[src/sd_cmd_pkg.sv]
`default_nettype none

package sd_cmd_pkg;

    localparam int frame_len    = 48;
    localparam int crc_len      = 7;
    localparam int resp_timeout = 64;

    // Register word addresses
    localparam logic [3:0] addr_argument   = 4'd0;
    localparam logic [3:0] addr_command    = 4'd1;
    localparam logic [3:0] addr_divisor    = 4'd2;
    localparam logic [3:0] addr_response   = 4'd3;
    localparam logic [3:0] addr_int_status = 4'd4;
    localparam logic [3:0] addr_int_enable = 4'd5;
    localparam logic [3:0] addr_present    = 4'd6;

    // Command register layout
    localparam int cmd_index_lsb   = 0;
    localparam int cmd_resp_bit    = 8;
    localparam int cmd_crc_chk_bit = 9;
    localparam int cmd_idx_chk_bit = 10;

    // Interrupt status bits
    localparam int int_cmd_complete  = 0;
    localparam int int_cmd_timeout   = 1;
    localparam int int_cmd_crc_err   = 2;
    localparam int int_cmd_index_err = 3;
    localparam int int_bits          = 4;

    // Serial engine states
    localparam logic [1:0] st_idle    = 2'd0;
    localparam logic [1:0] st_send    = 2'd1;
    localparam logic [1:0] st_wait    = 2'd2;
    localparam logic [1:0] st_receive = 2'd3;

    // CMD line frame, seen as a shift word or as its fields
    typedef union packed {
        logic [frame_len-1:0] bits;
        struct packed {
            logic               start;
            logic               dir;
            logic [5:0]         index;
            logic [31:0]        payload;
            logic [crc_len-1:0] crc;
            logic               stop;
        } fields;
    } cmd_frame_u;

endpackage

`default_nettype wire

[src/sd_clock_divider.sv]
`timescale 1ns/1ps
`default_nettype none

module sd_clock_divider (
    input  wire        aclk_i,
    input  wire        reset_i,
    input  wire  [7:0] divisor_i,
    output logic       sd_clk_o,
    output logic       sd_rise_o,
    output logic       sd_fall_o
);

    logic [7:0] div_q;
    logic [7:0] cnt_q;
    logic       toggle;

    // Enables mark the cycle whose closing edge moves the pin
    assign toggle    = (cnt_q == div_q);
    assign sd_rise_o = toggle && !sd_clk_o;
    assign sd_fall_o = toggle && sd_clk_o;

    always_ff @(posedge aclk_i) begin
        if (reset_i) begin
            cnt_q    <= '0;
            div_q    <= '0;
            sd_clk_o <= 1'b0;
        end else if (toggle) begin
            cnt_q    <= '0;
            // Divisor only changes on a level boundary
            div_q    <= divisor_i;
            sd_clk_o <= !sd_clk_o;
        end else begin
            cnt_q <= cnt_q + 8'd1;
        end
    end

endmodule

`default_nettype wire

[src/sd_cmd_controller.sv]
`timescale 1ns/1ps
`default_nettype none

module sd_cmd_controller import sd_cmd_pkg::*; (
    input  wire         aclk_i,
    input  wire         reset_i,
    input  wire         reg_wr_i,
    input  wire         reg_rd_i,
    input  wire  [3:0]  reg_addr_i,
    input  wire  [31:0] reg_wdata_i,
    output logic [31:0] reg_rdata_o,
    output logic        sd_clk_o,
    input  wire         cmd_i,
    output logic        cmd_o,
    output logic        cmd_oe_o,
    output logic        interrupt_o
);

    logic                busy;
    logic [int_bits-1:0] status_set;
    logic [31:0]         response;
    logic                cmd_start;
    logic [31:0]         argument;
    logic [10:0]         command;
    logic [7:0]          divisor;
    logic                sd_rise;
    logic                sd_fall;
    logic                tx_start;
    cmd_frame_u          tx_frame;
    logic                resp_expect;
    logic                done;
    logic                timeout;
    logic                crc_ok;
    cmd_frame_u          resp_frame;

    sd_cmd_regs regs_i (
        .aclk_i       (aclk_i),
        .reset_i      (reset_i),
        .reg_wr_i     (reg_wr_i),
        .reg_rd_i     (reg_rd_i),
        .reg_addr_i   (reg_addr_i),
        .reg_wdata_i  (reg_wdata_i),
        .reg_rdata_o  (reg_rdata_o),
        .busy_i       (busy),
        .status_set_i (status_set),
        .response_i   (response),
        .cmd_start_o  (cmd_start),
        .argument_o   (argument),
        .command_o    (command),
        .divisor_o    (divisor),
        .interrupt_o  (interrupt_o)
    );

    sd_clock_divider clock_divider_i (
        .aclk_i    (aclk_i),
        .reset_i   (reset_i),
        .divisor_i (divisor),
        .sd_clk_o  (sd_clk_o),
        .sd_rise_o (sd_rise),
        .sd_fall_o (sd_fall)
    );

    sd_cmd_master cmd_master_i (
        .aclk_i        (aclk_i),
        .reset_i       (reset_i),
        .start_i       (cmd_start),
        .argument_i    (argument),
        .command_i     (command),
        .busy_o        (busy),
        .tx_start_o    (tx_start),
        .tx_frame_o    (tx_frame),
        .resp_expect_o (resp_expect),
        .done_i        (done),
        .timeout_i     (timeout),
        .crc_ok_i      (crc_ok),
        .resp_frame_i  (resp_frame),
        .status_set_o  (status_set),
        .response_o    (response)
    );

    sd_cmd_serial_host cmd_serial_host_i (
        .aclk_i        (aclk_i),
        .reset_i       (reset_i),
        .sd_rise_i     (sd_rise),
        .sd_fall_i     (sd_fall),
        .start_i       (tx_start),
        .resp_expect_i (resp_expect),
        .frame_i       (tx_frame),
        .cmd_i         (cmd_i),
        .cmd_o         (cmd_o),
        .cmd_oe_o      (cmd_oe_o),
        .done_o        (done),
        .resp_o        (resp_frame),
        .crc_ok_o      (crc_ok),
        .timeout_o     (timeout)
    );

endmodule

`default_nettype wire

[src/sd_cmd_master.sv]
`timescale 1ns/1ps
`default_nettype none

module sd_cmd_master import sd_cmd_pkg::*; (
    input  wire                 aclk_i,
    input  wire                 reset_i,
    input  wire                 start_i,
    input  wire  [31:0]         argument_i,
    input  wire  [10:0]         command_i,
    output logic                busy_o,
    output logic                tx_start_o,
    output cmd_frame_u          tx_frame_o,
    output logic                resp_expect_o,
    input  wire                 done_i,
    input  wire                 timeout_i,
    input  wire                 crc_ok_i,
    input  wire cmd_frame_u     resp_frame_i,
    output logic [int_bits-1:0] status_set_o,
    output logic [31:0]         response_o
);

    logic [5:0]  index_q;
    logic [31:0] argument_q;
    logic        crc_chk_q;
    logic        idx_chk_q;
    logic        crc_err;
    logic        idx_err;

    // Host-to-card frame, CRC is filled in by the serial engine
    always_comb begin
        tx_frame_o                = '0;
        tx_frame_o.fields.start   = 1'b0;
        tx_frame_o.fields.dir     = 1'b1;
        tx_frame_o.fields.index   = index_q;
        tx_frame_o.fields.payload = argument_q;
        tx_frame_o.fields.stop    = 1'b1;
    end

    assign crc_err = crc_chk_q && !timeout_i && !crc_ok_i;
    assign idx_err = idx_chk_q && !timeout_i && (resp_frame_i.fields.index != index_q);

    always_ff @(posedge aclk_i) begin
        if (start_i) begin
            index_q    <= command_i[cmd_index_lsb +: 6];
            argument_q <= argument_i;
        end
    end

    always_ff @(posedge aclk_i) begin
        if (reset_i) begin
            busy_o        <= 1'b0;
            tx_start_o    <= 1'b0;
            resp_expect_o <= 1'b0;
            crc_chk_q     <= 1'b0;
            idx_chk_q     <= 1'b0;
            status_set_o  <= '0;
            response_o    <= '0;
        end else begin
            tx_start_o   <= start_i;
            status_set_o <= '0;
            if (start_i) begin
                busy_o        <= 1'b1;
                resp_expect_o <= command_i[cmd_resp_bit];
                crc_chk_q     <= command_i[cmd_crc_chk_bit];
                idx_chk_q     <= command_i[cmd_idx_chk_bit];
            end
            if (done_i) begin
                busy_o                          <= 1'b0;
                status_set_o[int_cmd_complete]  <= 1'b1;
                status_set_o[int_cmd_timeout]   <= timeout_i;
                status_set_o[int_cmd_crc_err]   <= crc_err;
                status_set_o[int_cmd_index_err] <= idx_err;
                // Silent card leaves the last response in place
                if (resp_expect_o && !timeout_i) begin
                    response_o <= resp_frame_i.fields.payload;
                end
            end
        end
    end

endmodule

`default_nettype wire

[src/sd_cmd_regs.sv]
`timescale 1ns/1ps
`default_nettype none

module sd_cmd_regs import sd_cmd_pkg::*; (
    input  wire                 aclk_i,
    input  wire                 reset_i,
    input  wire                 reg_wr_i,
    input  wire                 reg_rd_i,
    input  wire  [3:0]          reg_addr_i,
    input  wire  [31:0]         reg_wdata_i,
    output logic [31:0]         reg_rdata_o,
    input  wire                 busy_i,
    input  wire  [int_bits-1:0] status_set_i,
    input  wire  [31:0]         response_i,
    output logic                cmd_start_o,
    output logic [31:0]         argument_o,
    output logic [10:0]         command_o,
    output logic [7:0]          divisor_o,
    output logic                interrupt_o
);

    logic [int_bits-1:0] int_status_q;
    logic [int_bits-1:0] int_enable_q;
    logic                cmd_wr;
    logic [int_bits-1:0] status_clr;

    // Busy from the master lags the strobe by one cycle
    assign cmd_wr = reg_wr_i && (reg_addr_i == addr_command) && !busy_i && !cmd_start_o;

    assign status_clr = (reg_wr_i && reg_addr_i == addr_int_status)
                      ? reg_wdata_i[int_bits-1:0] : '0;

    assign interrupt_o = |(int_status_q & int_enable_q);

    always_ff @(posedge aclk_i) begin
        if (reset_i) begin
            argument_o   <= '0;
            command_o    <= '0;
            divisor_o    <= '0;
            int_enable_q <= '0;
            cmd_start_o  <= 1'b0;
        end else begin
            cmd_start_o <= cmd_wr;
            if (cmd_wr) begin
                command_o <= reg_wdata_i[10:0];
            end
            if (reg_wr_i) begin
                case (reg_addr_i)
                    addr_argument:   argument_o   <= reg_wdata_i;
                    addr_divisor:    divisor_o    <= reg_wdata_i[7:0];
                    addr_int_enable: int_enable_q <= reg_wdata_i[int_bits-1:0];
                    default: ;
                endcase
            end
        end
    end

    // New events win over a clear in the same cycle
    always_ff @(posedge aclk_i) begin
        if (reset_i) begin
            int_status_q <= '0;
        end else begin
            int_status_q <= (int_status_q & ~status_clr) | status_set_i;
        end
    end

    always_ff @(posedge aclk_i) begin
        if (reset_i) begin
            reg_rdata_o <= '0;
        end else if (reg_rd_i) begin
            case (reg_addr_i)
                addr_argument:   reg_rdata_o <= argument_o;
                addr_command:    reg_rdata_o <= {21'b0, command_o};
                addr_divisor:    reg_rdata_o <= {24'b0, divisor_o};
                addr_response:   reg_rdata_o <= response_i;
                addr_int_status: reg_rdata_o <= {{(32-int_bits){1'b0}}, int_status_q};
                addr_int_enable: reg_rdata_o <= {{(32-int_bits){1'b0}}, int_enable_q};
                // Command inhibit
                addr_present:    reg_rdata_o <= {31'b0, busy_i};
                default:         reg_rdata_o <= '0;
            endcase
        end
    end

endmodule

`default_nettype wire

[src/sd_cmd_serial_host.sv]
`timescale 1ns/1ps
`default_nettype none

module sd_cmd_serial_host import sd_cmd_pkg::*; (
    input  wire             aclk_i,
    input  wire             reset_i,
    input  wire             sd_rise_i,
    input  wire             sd_fall_i,
    input  wire             start_i,
    input  wire             resp_expect_i,
    input  wire cmd_frame_u frame_i,
    input  wire             cmd_i,
    output logic            cmd_o,
    output logic            cmd_oe_o,
    output logic            done_o,
    output cmd_frame_u      resp_o,
    output logic            crc_ok_o,
    output logic            timeout_o
);

    logic [1:0]           state_q;
    logic [frame_len-1:0] shift_q;
    logic [5:0]           bit_cnt_q;
    logic [6:0]           wait_cnt_q;
    logic                 resp_exp_q;
    logic                 crc_clear;
    logic                 crc_shift;
    logic                 crc_bit;
    logic [crc_len-1:0]   crc;
    logic                 in_crc_field;
    logic [2:0]           crc_sel;
    logic                 tx_bit;

    // Bits 47..8 feed the CRC, bits 7..1 carry it
    assign in_crc_field = (bit_cnt_q >= 6'(frame_len - crc_len - 1))
                       && (bit_cnt_q < 6'(frame_len - 1));
    assign crc_sel      = 3'(frame_len - 2 - int'(bit_cnt_q));
    assign tx_bit       = in_crc_field ? crc[crc_sel] : shift_q[frame_len-1];

    assign crc_clear = (state_q == st_idle)
                    || (state_q == st_send && sd_fall_i && bit_cnt_q == 6'(frame_len));
    assign crc_shift = (state_q == st_send && sd_fall_i
                        && bit_cnt_q < 6'(frame_len - crc_len - 1))
                    || (state_q == st_wait && sd_rise_i && !cmd_i)
                    || (state_q == st_receive && sd_rise_i
                        && bit_cnt_q < 6'(frame_len - crc_len - 1));
    assign crc_bit   = (state_q == st_send) ? shift_q[frame_len-1] : cmd_i;

    assign resp_o.bits = shift_q;

    sd_crc7 crc7_i (
        .aclk_i  (aclk_i),
        .reset_i (reset_i),
        .clear_i (crc_clear),
        .shift_i (crc_shift),
        .bit_i   (crc_bit),
        .crc_o   (crc)
    );

    always_ff @(posedge aclk_i) begin
        if (state_q == st_idle && start_i) begin
            shift_q <= frame_i.bits;
        end else if (state_q == st_send && sd_fall_i) begin
            shift_q <= {shift_q[frame_len-2:0], 1'b0};
        end else if (sd_rise_i && ((state_q == st_wait && !cmd_i) || state_q == st_receive)) begin
            shift_q <= {shift_q[frame_len-2:0], cmd_i};
        end
    end

    always_ff @(posedge aclk_i) begin
        if (reset_i) begin
            state_q    <= st_idle;
            bit_cnt_q  <= '0;
            wait_cnt_q <= '0;
            resp_exp_q <= 1'b0;
            cmd_o      <= 1'b1;
            cmd_oe_o   <= 1'b0;
            done_o     <= 1'b0;
            timeout_o  <= 1'b0;
            crc_ok_o   <= 1'b0;
        end else begin
            done_o    <= 1'b0;
            timeout_o <= 1'b0;
            case (state_q)
                st_idle: begin
                    if (start_i) begin
                        resp_exp_q <= resp_expect_i;
                        bit_cnt_q  <= '0;
                        state_q    <= st_send;
                    end
                end
                st_send: begin
                    if (sd_fall_i) begin
                        if (bit_cnt_q == 6'(frame_len)) begin
                            // End bit done, release the line
                            cmd_o      <= 1'b1;
                            cmd_oe_o   <= 1'b0;
                            wait_cnt_q <= '0;
                            if (resp_exp_q) begin
                                state_q <= st_wait;
                            end else begin
                                done_o  <= 1'b1;
                                state_q <= st_idle;
                            end
                        end else begin
                            cmd_o     <= tx_bit;
                            cmd_oe_o  <= 1'b1;
                            bit_cnt_q <= bit_cnt_q + 6'd1;
                        end
                    end
                end
                st_wait: begin
                    if (sd_rise_i) begin
                        if (!cmd_i) begin
                            bit_cnt_q <= 6'd1;
                            state_q   <= st_receive;
                        end else if (wait_cnt_q == 7'(resp_timeout - 1)) begin
                            done_o    <= 1'b1;
                            timeout_o <= 1'b1;
                            state_q   <= st_idle;
                        end else begin
                            wait_cnt_q <= wait_cnt_q + 7'd1;
                        end
                    end
                end
                default: begin
                    if (sd_rise_i) begin
                        bit_cnt_q <= bit_cnt_q + 6'd1;
                        if (bit_cnt_q == 6'(frame_len - 1)) begin
                            // Received CRC sits in the low bits before the end bit
                            crc_ok_o <= (shift_q[crc_len-1:0] == crc);
                            done_o   <= 1'b1;
                            state_q  <= st_idle;
                        end
                    end
                end
            endcase
        end
    end

endmodule

`default_nettype wire

[src/sd_crc7.sv]
`timescale 1ns/1ps
`default_nettype none

module sd_crc7 import sd_cmd_pkg::*; (
    input  wire                aclk_i,
    input  wire                reset_i,
    input  wire                clear_i,
    input  wire                shift_i,
    input  wire                bit_i,
    output logic [crc_len-1:0] crc_o
);

    logic feedback;

    assign feedback = bit_i ^ crc_o[crc_len-1];

    // x^7 + x^3 + 1
    always_ff @(posedge aclk_i) begin
        if (reset_i || clear_i) begin
            crc_o <= '0;
        end else if (shift_i) begin
            crc_o    <= {crc_o[crc_len-2:0], 1'b0};
            crc_o[0] <= feedback;
            crc_o[3] <= crc_o[2] ^ feedback;
        end
    end

endmodule

`default_nettype wire

[config.mk]
export PLATFORM = sky130hd
export DESIGN_NAME = sd_cmd_controller
export DESIGN_NICKNAME = d
export VERILOG_FILES = /design/src/sd_cmd_pkg.sv /design/src/sd_clock_divider.sv /design/src/sd_cmd_controller.sv /design/src/sd_cmd_master.sv /design/src/sd_cmd_regs.sv /design/src/sd_cmd_serial_host.sv /design/src/sd_crc7.sv
export SDC_FILE = /design/constraint.sdc
export NUM_CORES = 1
export LEC_CHECK = 0
export BUFFER_PORTS_ARGS = -buffer_cell sky130_fd_sc_hd__buf_2
export CORE_MARGIN = 1
export CORE_UTILIZATION = 55
export CTS_CLUSTER_SIZE = 25
export DETAILED_ROUTE_END_ITERATION = 10
export GPL_ROUTABILITY_DRIVEN = 1
export GPL_TIMING_DRIVEN = 1
export PLACE_DENSITY_LB_ADDON = 0.1
export SLEW_MARGIN = 10
export SYNTH_ARGS = -nofsm -noshare
export SYNTH_HDL_FRONTEND = slang
export SYNTH_SLANG_ARGS = --single-unit
[constraint.sdc]
create_clock -name aclk_i -period 7.3 [get_ports aclk_i]
set_clock_uncertainty 0.2 [all_clocks]
set_input_delay 0.73 -clock aclk_i [delete_from_list [all_inputs] [get_ports aclk_i]]
set_output_delay 0.73 -clock aclk_i [all_outputs]
set_load 0.005 [all_outputs]
# Word-level counts from Yosys, hierarchy flattened
# Cells that the tools add are included.
dict set report word_totals {
  in_bits 41
  regBits 264
  elab_cells 173
}
dict set report op_classes {
  n_lt_le_gt_ge 4
  add_sub_neg 4
  eq_ne 24
  n_bitwise 9
  mux 44
  n_reduce_logical 56
}
# operator n
set ops {}
lappend ops {{$pmux 32 s7} 1}
lappend ops {{$mux 48} 2}
lappend ops {{$mux 46} 1}
lappend ops {{$mux 6} 6}
lappend ops {{$mux 7} 5}
lappend ops {{$logic_and 1x1->1} 22}
lappend ops {{$mux 2} 9}
lappend ops {{$pmux 6 s3} 1}
lappend ops {{$mux 1} 14}
lappend ops {{$pmux 7 s2} 1}
lappend ops {{$eq 4x3->1 const B} 3}
lappend ops {{$eq 6x6->1 const B} 2}
lappend ops {{$lt 6x6->1 const B} 2}
lappend ops {{$reduce_and 2->1} 6}
lappend ops {{$reduce_and 6->1} 2}
lappend ops {{$ne 2x2->1 const B} 5}
lappend ops {{$add 8x1->8 const B} 1}
lappend ops {{$and 4x4->4} 2}
lappend ops {{$eq 4x2->1 const B} 2}
lappend ops {{$eq 8x8->1} 1}
lappend ops {{$reduce_or 2->1} 4}
lappend ops {{$add 7x1->7 const B} 1}
lappend ops {{$eq 7x6->1 const B} 1}
lappend ops {{$eq 7x7->1} 1}
lappend ops {{29 further kinds} 46}

# Longest topological paths before layout
dict set report logic_depth {
  ltp_word 7
  depth_mapped 9
  mapped_depth_nobuf 7
}

# Modules after synthesis
# Synthesis repeated with hierarchy kept, for this count alone.
dict set report hier_totals {
  hier_cells 1068
  area_unflattened_um2 11169.5
}
# mod instances cells_per_inst area_per_inst_um2 seq_area_each_um2
set modules_own_cells {}
lappend modules_own_cells {sd_cmd_regs 1 449 3927.5 1841.8}
lappend modules_own_cells {sd_cmd_serial_host 1 280 3463.3 1861.8}
lappend modules_own_cells {sd_cmd_master 1 223 2716.4 1961.9}
lappend modules_own_cells {sd_clock_divider 1 88 785.8 340.3}
lappend modules_own_cells {sd_crc7 1 28 276.5 140.1}

# Worst setup path after synthesis
# No wires, ideal clock.
dict set report synth_path {
  path_kind {input port to flip-flop}
  start {in cmd_i}
  end {reg cmd_serial_host_i.shift_q[10] (netlist: cmd_serial_host_i.resp_o[10]), enable pin}
  setup_time_ps 378
  t_arrival_ps 2174
  path_stages 5
  slack_ps 4547
  cell_sequence {and2b_4 -> o21bai_1 -> a211oi_1 -> buf_4 -> or2_2}
}
dict set report synth_via {
  elab_chain_len 5
}
# element line
set synth_rtl {}
lappend synth_rtl {{start: declaration} sd_cmd_controller.sv:13} ;# input wire cmd_i,
lappend synth_rtl {{$logic_not 1->1} sd_cmd_serial_host.sv:65} ;# end else if (sd_rise_i && ((state_q == st_wait && !cmd_i) || state_q == st_receive)) begin
lappend synth_rtl {{$logic_and 1x1->1} sd_cmd_serial_host.sv:65}
lappend synth_rtl {{$logic_or 1x1->1} sd_cmd_serial_host.sv:65}
lappend synth_rtl {{$logic_and 1x1->1} sd_cmd_serial_host.sv:65}
lappend synth_rtl {{$reduce_bool 3->1 (no source line)} -}
lappend synth_rtl {{end signal: assignment} sd_cmd_serial_host.sv:62} ;# shift_q <= frame_i.bits;
lappend synth_rtl {{end signal: assignment} sd_cmd_serial_host.sv:64} ;# shift_q <= {shift_q[frame_len-2:0], 1'b0};
lappend synth_rtl {{end signal: assignment} sd_cmd_serial_host.sv:66} ;# shift_q <= {shift_q[frame_len-2:0], cmd_i};
lappend synth_rtl {{end: declaration} sd_cmd_serial_host.sv:22} ;# logic [frame_len-1:0] shift_q;
# Every way passes these cells.
# A chain may end at the register's enable or synchronous reset.

# Final worst setup path
dict set report layout_path {
  start {reg cmd_serial_host_i.state_q[0]}
  end {reg cmd_serial_host_i.shift_q[10] (netlist: cmd_serial_host_i.resp_o[10]), enable pin}
}
dict set report layout_via {
  elab_chain_len 5
}
# element line
set layout_rtl {}
lappend layout_rtl {{start: declaration} sd_cmd_serial_host.sv:21} ;# logic [1:0] state_q;
lappend layout_rtl {{start signal: assignment} sd_cmd_serial_host.sv:72} ;# state_q <= st_idle;
lappend layout_rtl {{start signal: assignment} sd_cmd_serial_host.sv:89} ;# state_q <= st_send;
lappend layout_rtl {{start signal: assignment} sd_cmd_serial_host.sv:100} ;# state_q <= st_wait;
lappend layout_rtl {{$eq 2x2->1} sd_cmd_serial_host.sv:65}
lappend layout_rtl {{$logic_and 1x1->1} sd_cmd_serial_host.sv:65}
lappend layout_rtl {{$logic_or 1x1->1} sd_cmd_serial_host.sv:65}
lappend layout_rtl {{$logic_and 1x1->1} sd_cmd_serial_host.sv:65}
lappend layout_rtl {{$reduce_bool 3->1 (no source line) *} -}
# Mark *: on every way between the ends. The rest lies on a longest branch, timed or not.

==> impl_metrics.csv <==
group,metric,value,unit
timing,max_freq,0.308,GHz
worst_setup_path,worstPathRequired,7250,ps
global_route,grt_max_degree,63,
timing,finalCritPeriodShare,44.4,%
clock_tree,cts_tree,"done",
clock_tree,cts_inserted_buffers,28,
logic_synthesis,syn_inst,1155,
logic_synthesis,synth-compound-area-share,12.7,%
timing,hold_slack,225,ps
clock_tree,clk_pin_slew,60,ps
timing,rsz0062_at_grt,"false",
logic_synthesis,synth-xor-area-share,2.85,%
clock_tree,cts_htree_levels,1,
place,hpwlAfterDp,16.5,mm
logic_synthesis,synthMuxAreaShare,4.45,%
clock_tree,clkLatencyLatePin,550,ps
logic_synthesis,yosys.area_share.simple,19.9,%
die,die_height,143,um
worst_setup_path,worstPathMaxFanout,49,
worst_setup_path,arrival,3200,ps
finish,drive_above_1_share,13.3,%
logic_synthesis,ys_ff_latch,264,
timing,max_slew_margin,32.2,%
finish,finalNetCount,1251,
hold_path,min_path_cells,3,
clock_tree,cts-root-buf,"clkbuf_16",
power_and_ir_drop,ir_drop,0.186,mV
logic_synthesis,synth_area_per_cell,9.44,um^2
logic_synthesis,synth_edf_count,76,
global_route,groute.usage.overall,26.5,%
logic_synthesis,synthArstFlopShare,0,%
timing,drv_slew,0,
logic_synthesis,ys_seq_area_share,55.4,%
detailed_routing,drc,0,
die,coreArea,0.0195,mm^2
detailed_routing,drt-total-wl,26.4,mm
logic_synthesis,synth_top_family_by_area,"simple AND/OR/NAND/NOR gates",
die,start_util,56.0,%
finish,ff_latch_area,0.00605,mm^2
logic_synthesis,syn_area,0.0109,mm^2
timing,fin_tns_setup,0,ps
worst_setup_path,worstSetupPathType,"reg -> reg",
timing,worst_pin_slew,1020,ps
finish,area_growth,13.7,%
finish,final.fill_count,1658,
global_route,overflow,0,
hold_path,hp-class,"in -> reg",
detailed_routing,wl_per_cell,17.7,um
timing,setup_violations,0,
logic_synthesis,synth_cell_types,70,
die,io_pins,77,
die,row_count,51,
finish,diodes,0,
place,numPortBuffers,76,
timing,layout_min_cycle_time,3240,ps
power_and_ir_drop,p_leak,4.54,nW
die,die_x,143,um
clock_tree,cts_resized,0,
worst_setup_path,ff2ff_path_depth,4,
detailed_routing,vias,8324,
clock_tree,cts_sinks,264,
logic_synthesis,syn_nets,1205,
worst_setup_path,start_kind,"flip-flop",
worst_setup_path,cp-end-kind,"flip-flop",
global_route,grt_pass1_wl,42.2,mm
run,maxCapViolations,0,
detailed_routing,ant_nets,0,
logic_synthesis,synth_flop_cell,"dfxtp_1",
clock_tree,cts_buffer_depth,3,
clock_tree,cts_hold_repair.buffers,0,
finish,multi_input_area,0.00449,mm^2
detailed_routing,first_pass_iters,6,
clock_tree,post_cts_buffers,0,
place,gp_congestion,0.838,
die,dieArea,0.0204,mm^2
power_and_ir_drop,power-per-cell-area,266,mW/mm^2
status,outcome,"finished, final reports clean",
finish,fin_util,63.7,%
detailed_routing,vias_per_cell,5.59,
logic_synthesis,synth_fa_ha_area_share,1.03,%
logic_synthesis,yosys_warnings,0,
timing,hold_viol_final,0,
global_route,antenna_found_initial,0,
detailed_routing,dr.first_iter.drc_count,456,
global_route,first_global_vias,7890,
==> worst paths after layout <==
kind	from	end	slack, ps
max	cmd_serial_host_i.state_q[0]	cmd_serial_host_i.resp_o[10]	4060
min	reg_wdata_i[17]	regs_i.argument_o[17]	230
max reg2reg	cmd_serial_host_i.state_q[0]	cmd_serial_host_i.resp_o[10]	4060
min reg2reg	cmd_master_i.status_set_o[0]	regs_i.int_status_q[0]	240
==> metal layers <==
layer	part of all wire, %	vias to the layer above	track usage [%]
li1	-	4073	-
met1	47	3975	37.6
met2	45	236	41.7
met3	5.6	40	4.16
met4	2.4	0	8.04
met5	0	-	0
==> through the flow <==
step | instances | worst slack [ps] | cell area, um^2 | power (W)
floorplan | 1155 | 4550 | 10900 | 0.00177
global placement | 1436 | 4070 | 11400 | 0.00184
detailed placement | 1436 | 4020 | 11400 | 0.00184
CTS | 1488 | 4010 | 12400 | 0.00332
global route | 1488 | 3790 | 12400 | 0.00341
finish | 1488 | 4060 | 12400 | 0.00330
==> layout by cell type, fill, tap and decap left out, types with 16 or more instances in the layout <==
cell type  instances
mux2i_1           44
nor2b_1           16
a22oi_1           25
nand2_1          273
edfxtp_1          76
dfxtp_1          187
inv_1             22
nor2_1           115
o21ai_0           16
a21oi_1          128
nand3_1           24
buf_2             75
clkbuf_16         29
==> registers in the layout, indices dropped and copies added, names as in the netlist, 2 cells and up <==
signal	cells
regs_i.int_status_q	4
clock_divider_i.div_q	8
regs_i.divisor_o	8
regs_i.command_o	11
cmd_serial_host_i.state_q	2
regs_i.reg_rdata_o	32
cmd_serial_host_i.crc7_i.crc_o	7
cmd_master_i.index_q	6
regs_i.int_enable_q	4
cmd_master_i.response_o	32
cmd_serial_host_i.wait_cnt_q	7
cmd_master_i.argument_q	32
regs_i.argument_o	32
cmd_serial_host_i.bit_cnt_q	6
cmd_master_i.status_set_o	4
clock_divider_i.cnt_q	8
cmd_serial_host_i.resp_o	48
==> layout make-up <==
class | instances | share of cell area (%)
timing repair buffer | 88 | 3.81
multi-input combinational | 797 | 36.2
clock buffer | 39 | 6.40
inverter | 22 | 0.666
sequential | 264 | 48.8
clock inverter | 13 | 1.47
tap | 265 | 2.67
==> power breakdown <==
| group | leakage [nW] | internal [W] | switching [W] |
|---|---|---|---|
| clock | 0.475 | 0.000903 | 0.000587 |
| combinational | 1.92 | 0.0000855 | 0.000146 |
| sequential | 2.14 | 0.00154 | 0.0000330 |
==> critical path, cell delays in order (launching register included) <==
cell	delay [ps]
dfxtp_1	360
inv_1	120
ha_1	360
and2_2	870
or2_2	930
==> logic make-up after synthesis <==
group	after synthesis
and+or+nand+nor	490
DFF	264
adders and majority gates	9
buffers and inverters	94
xor gates and xnor gates	32
AOI/OAI and AO/OA	220
muxes	46
==> Yosys cell counts (9+ instances only) <==
master | instances | area share (%)
a22oi_1 | 25 | 1.7
nor2_1 | 115 | 4.0
edfxtp_1 | 76 | 21
buf_2 | 16 | 0.73
nand3_1 | 24 | 1.1
clkbuf_1 | 44 | 1.5
dfxtp_1 | 188 | 35
mux2i_1 | 44 | 4.0
nor2b_1 | 16 | 0.92
ha_1 | 9 | 1.0
inv_1 | 22 | 0.76
a21oi_1 | 128 | 5.9
and2_1 | 9 | 0.52
nand2_1 | 274 | 9.4
o21ai_0 | 16 | 0.73
xor2_1 | 13 | 1.0
a222oi_1 | 9 | 0.83
xnor2_1 | 15 | 1.2
Power figures use the tool's default switching activity.
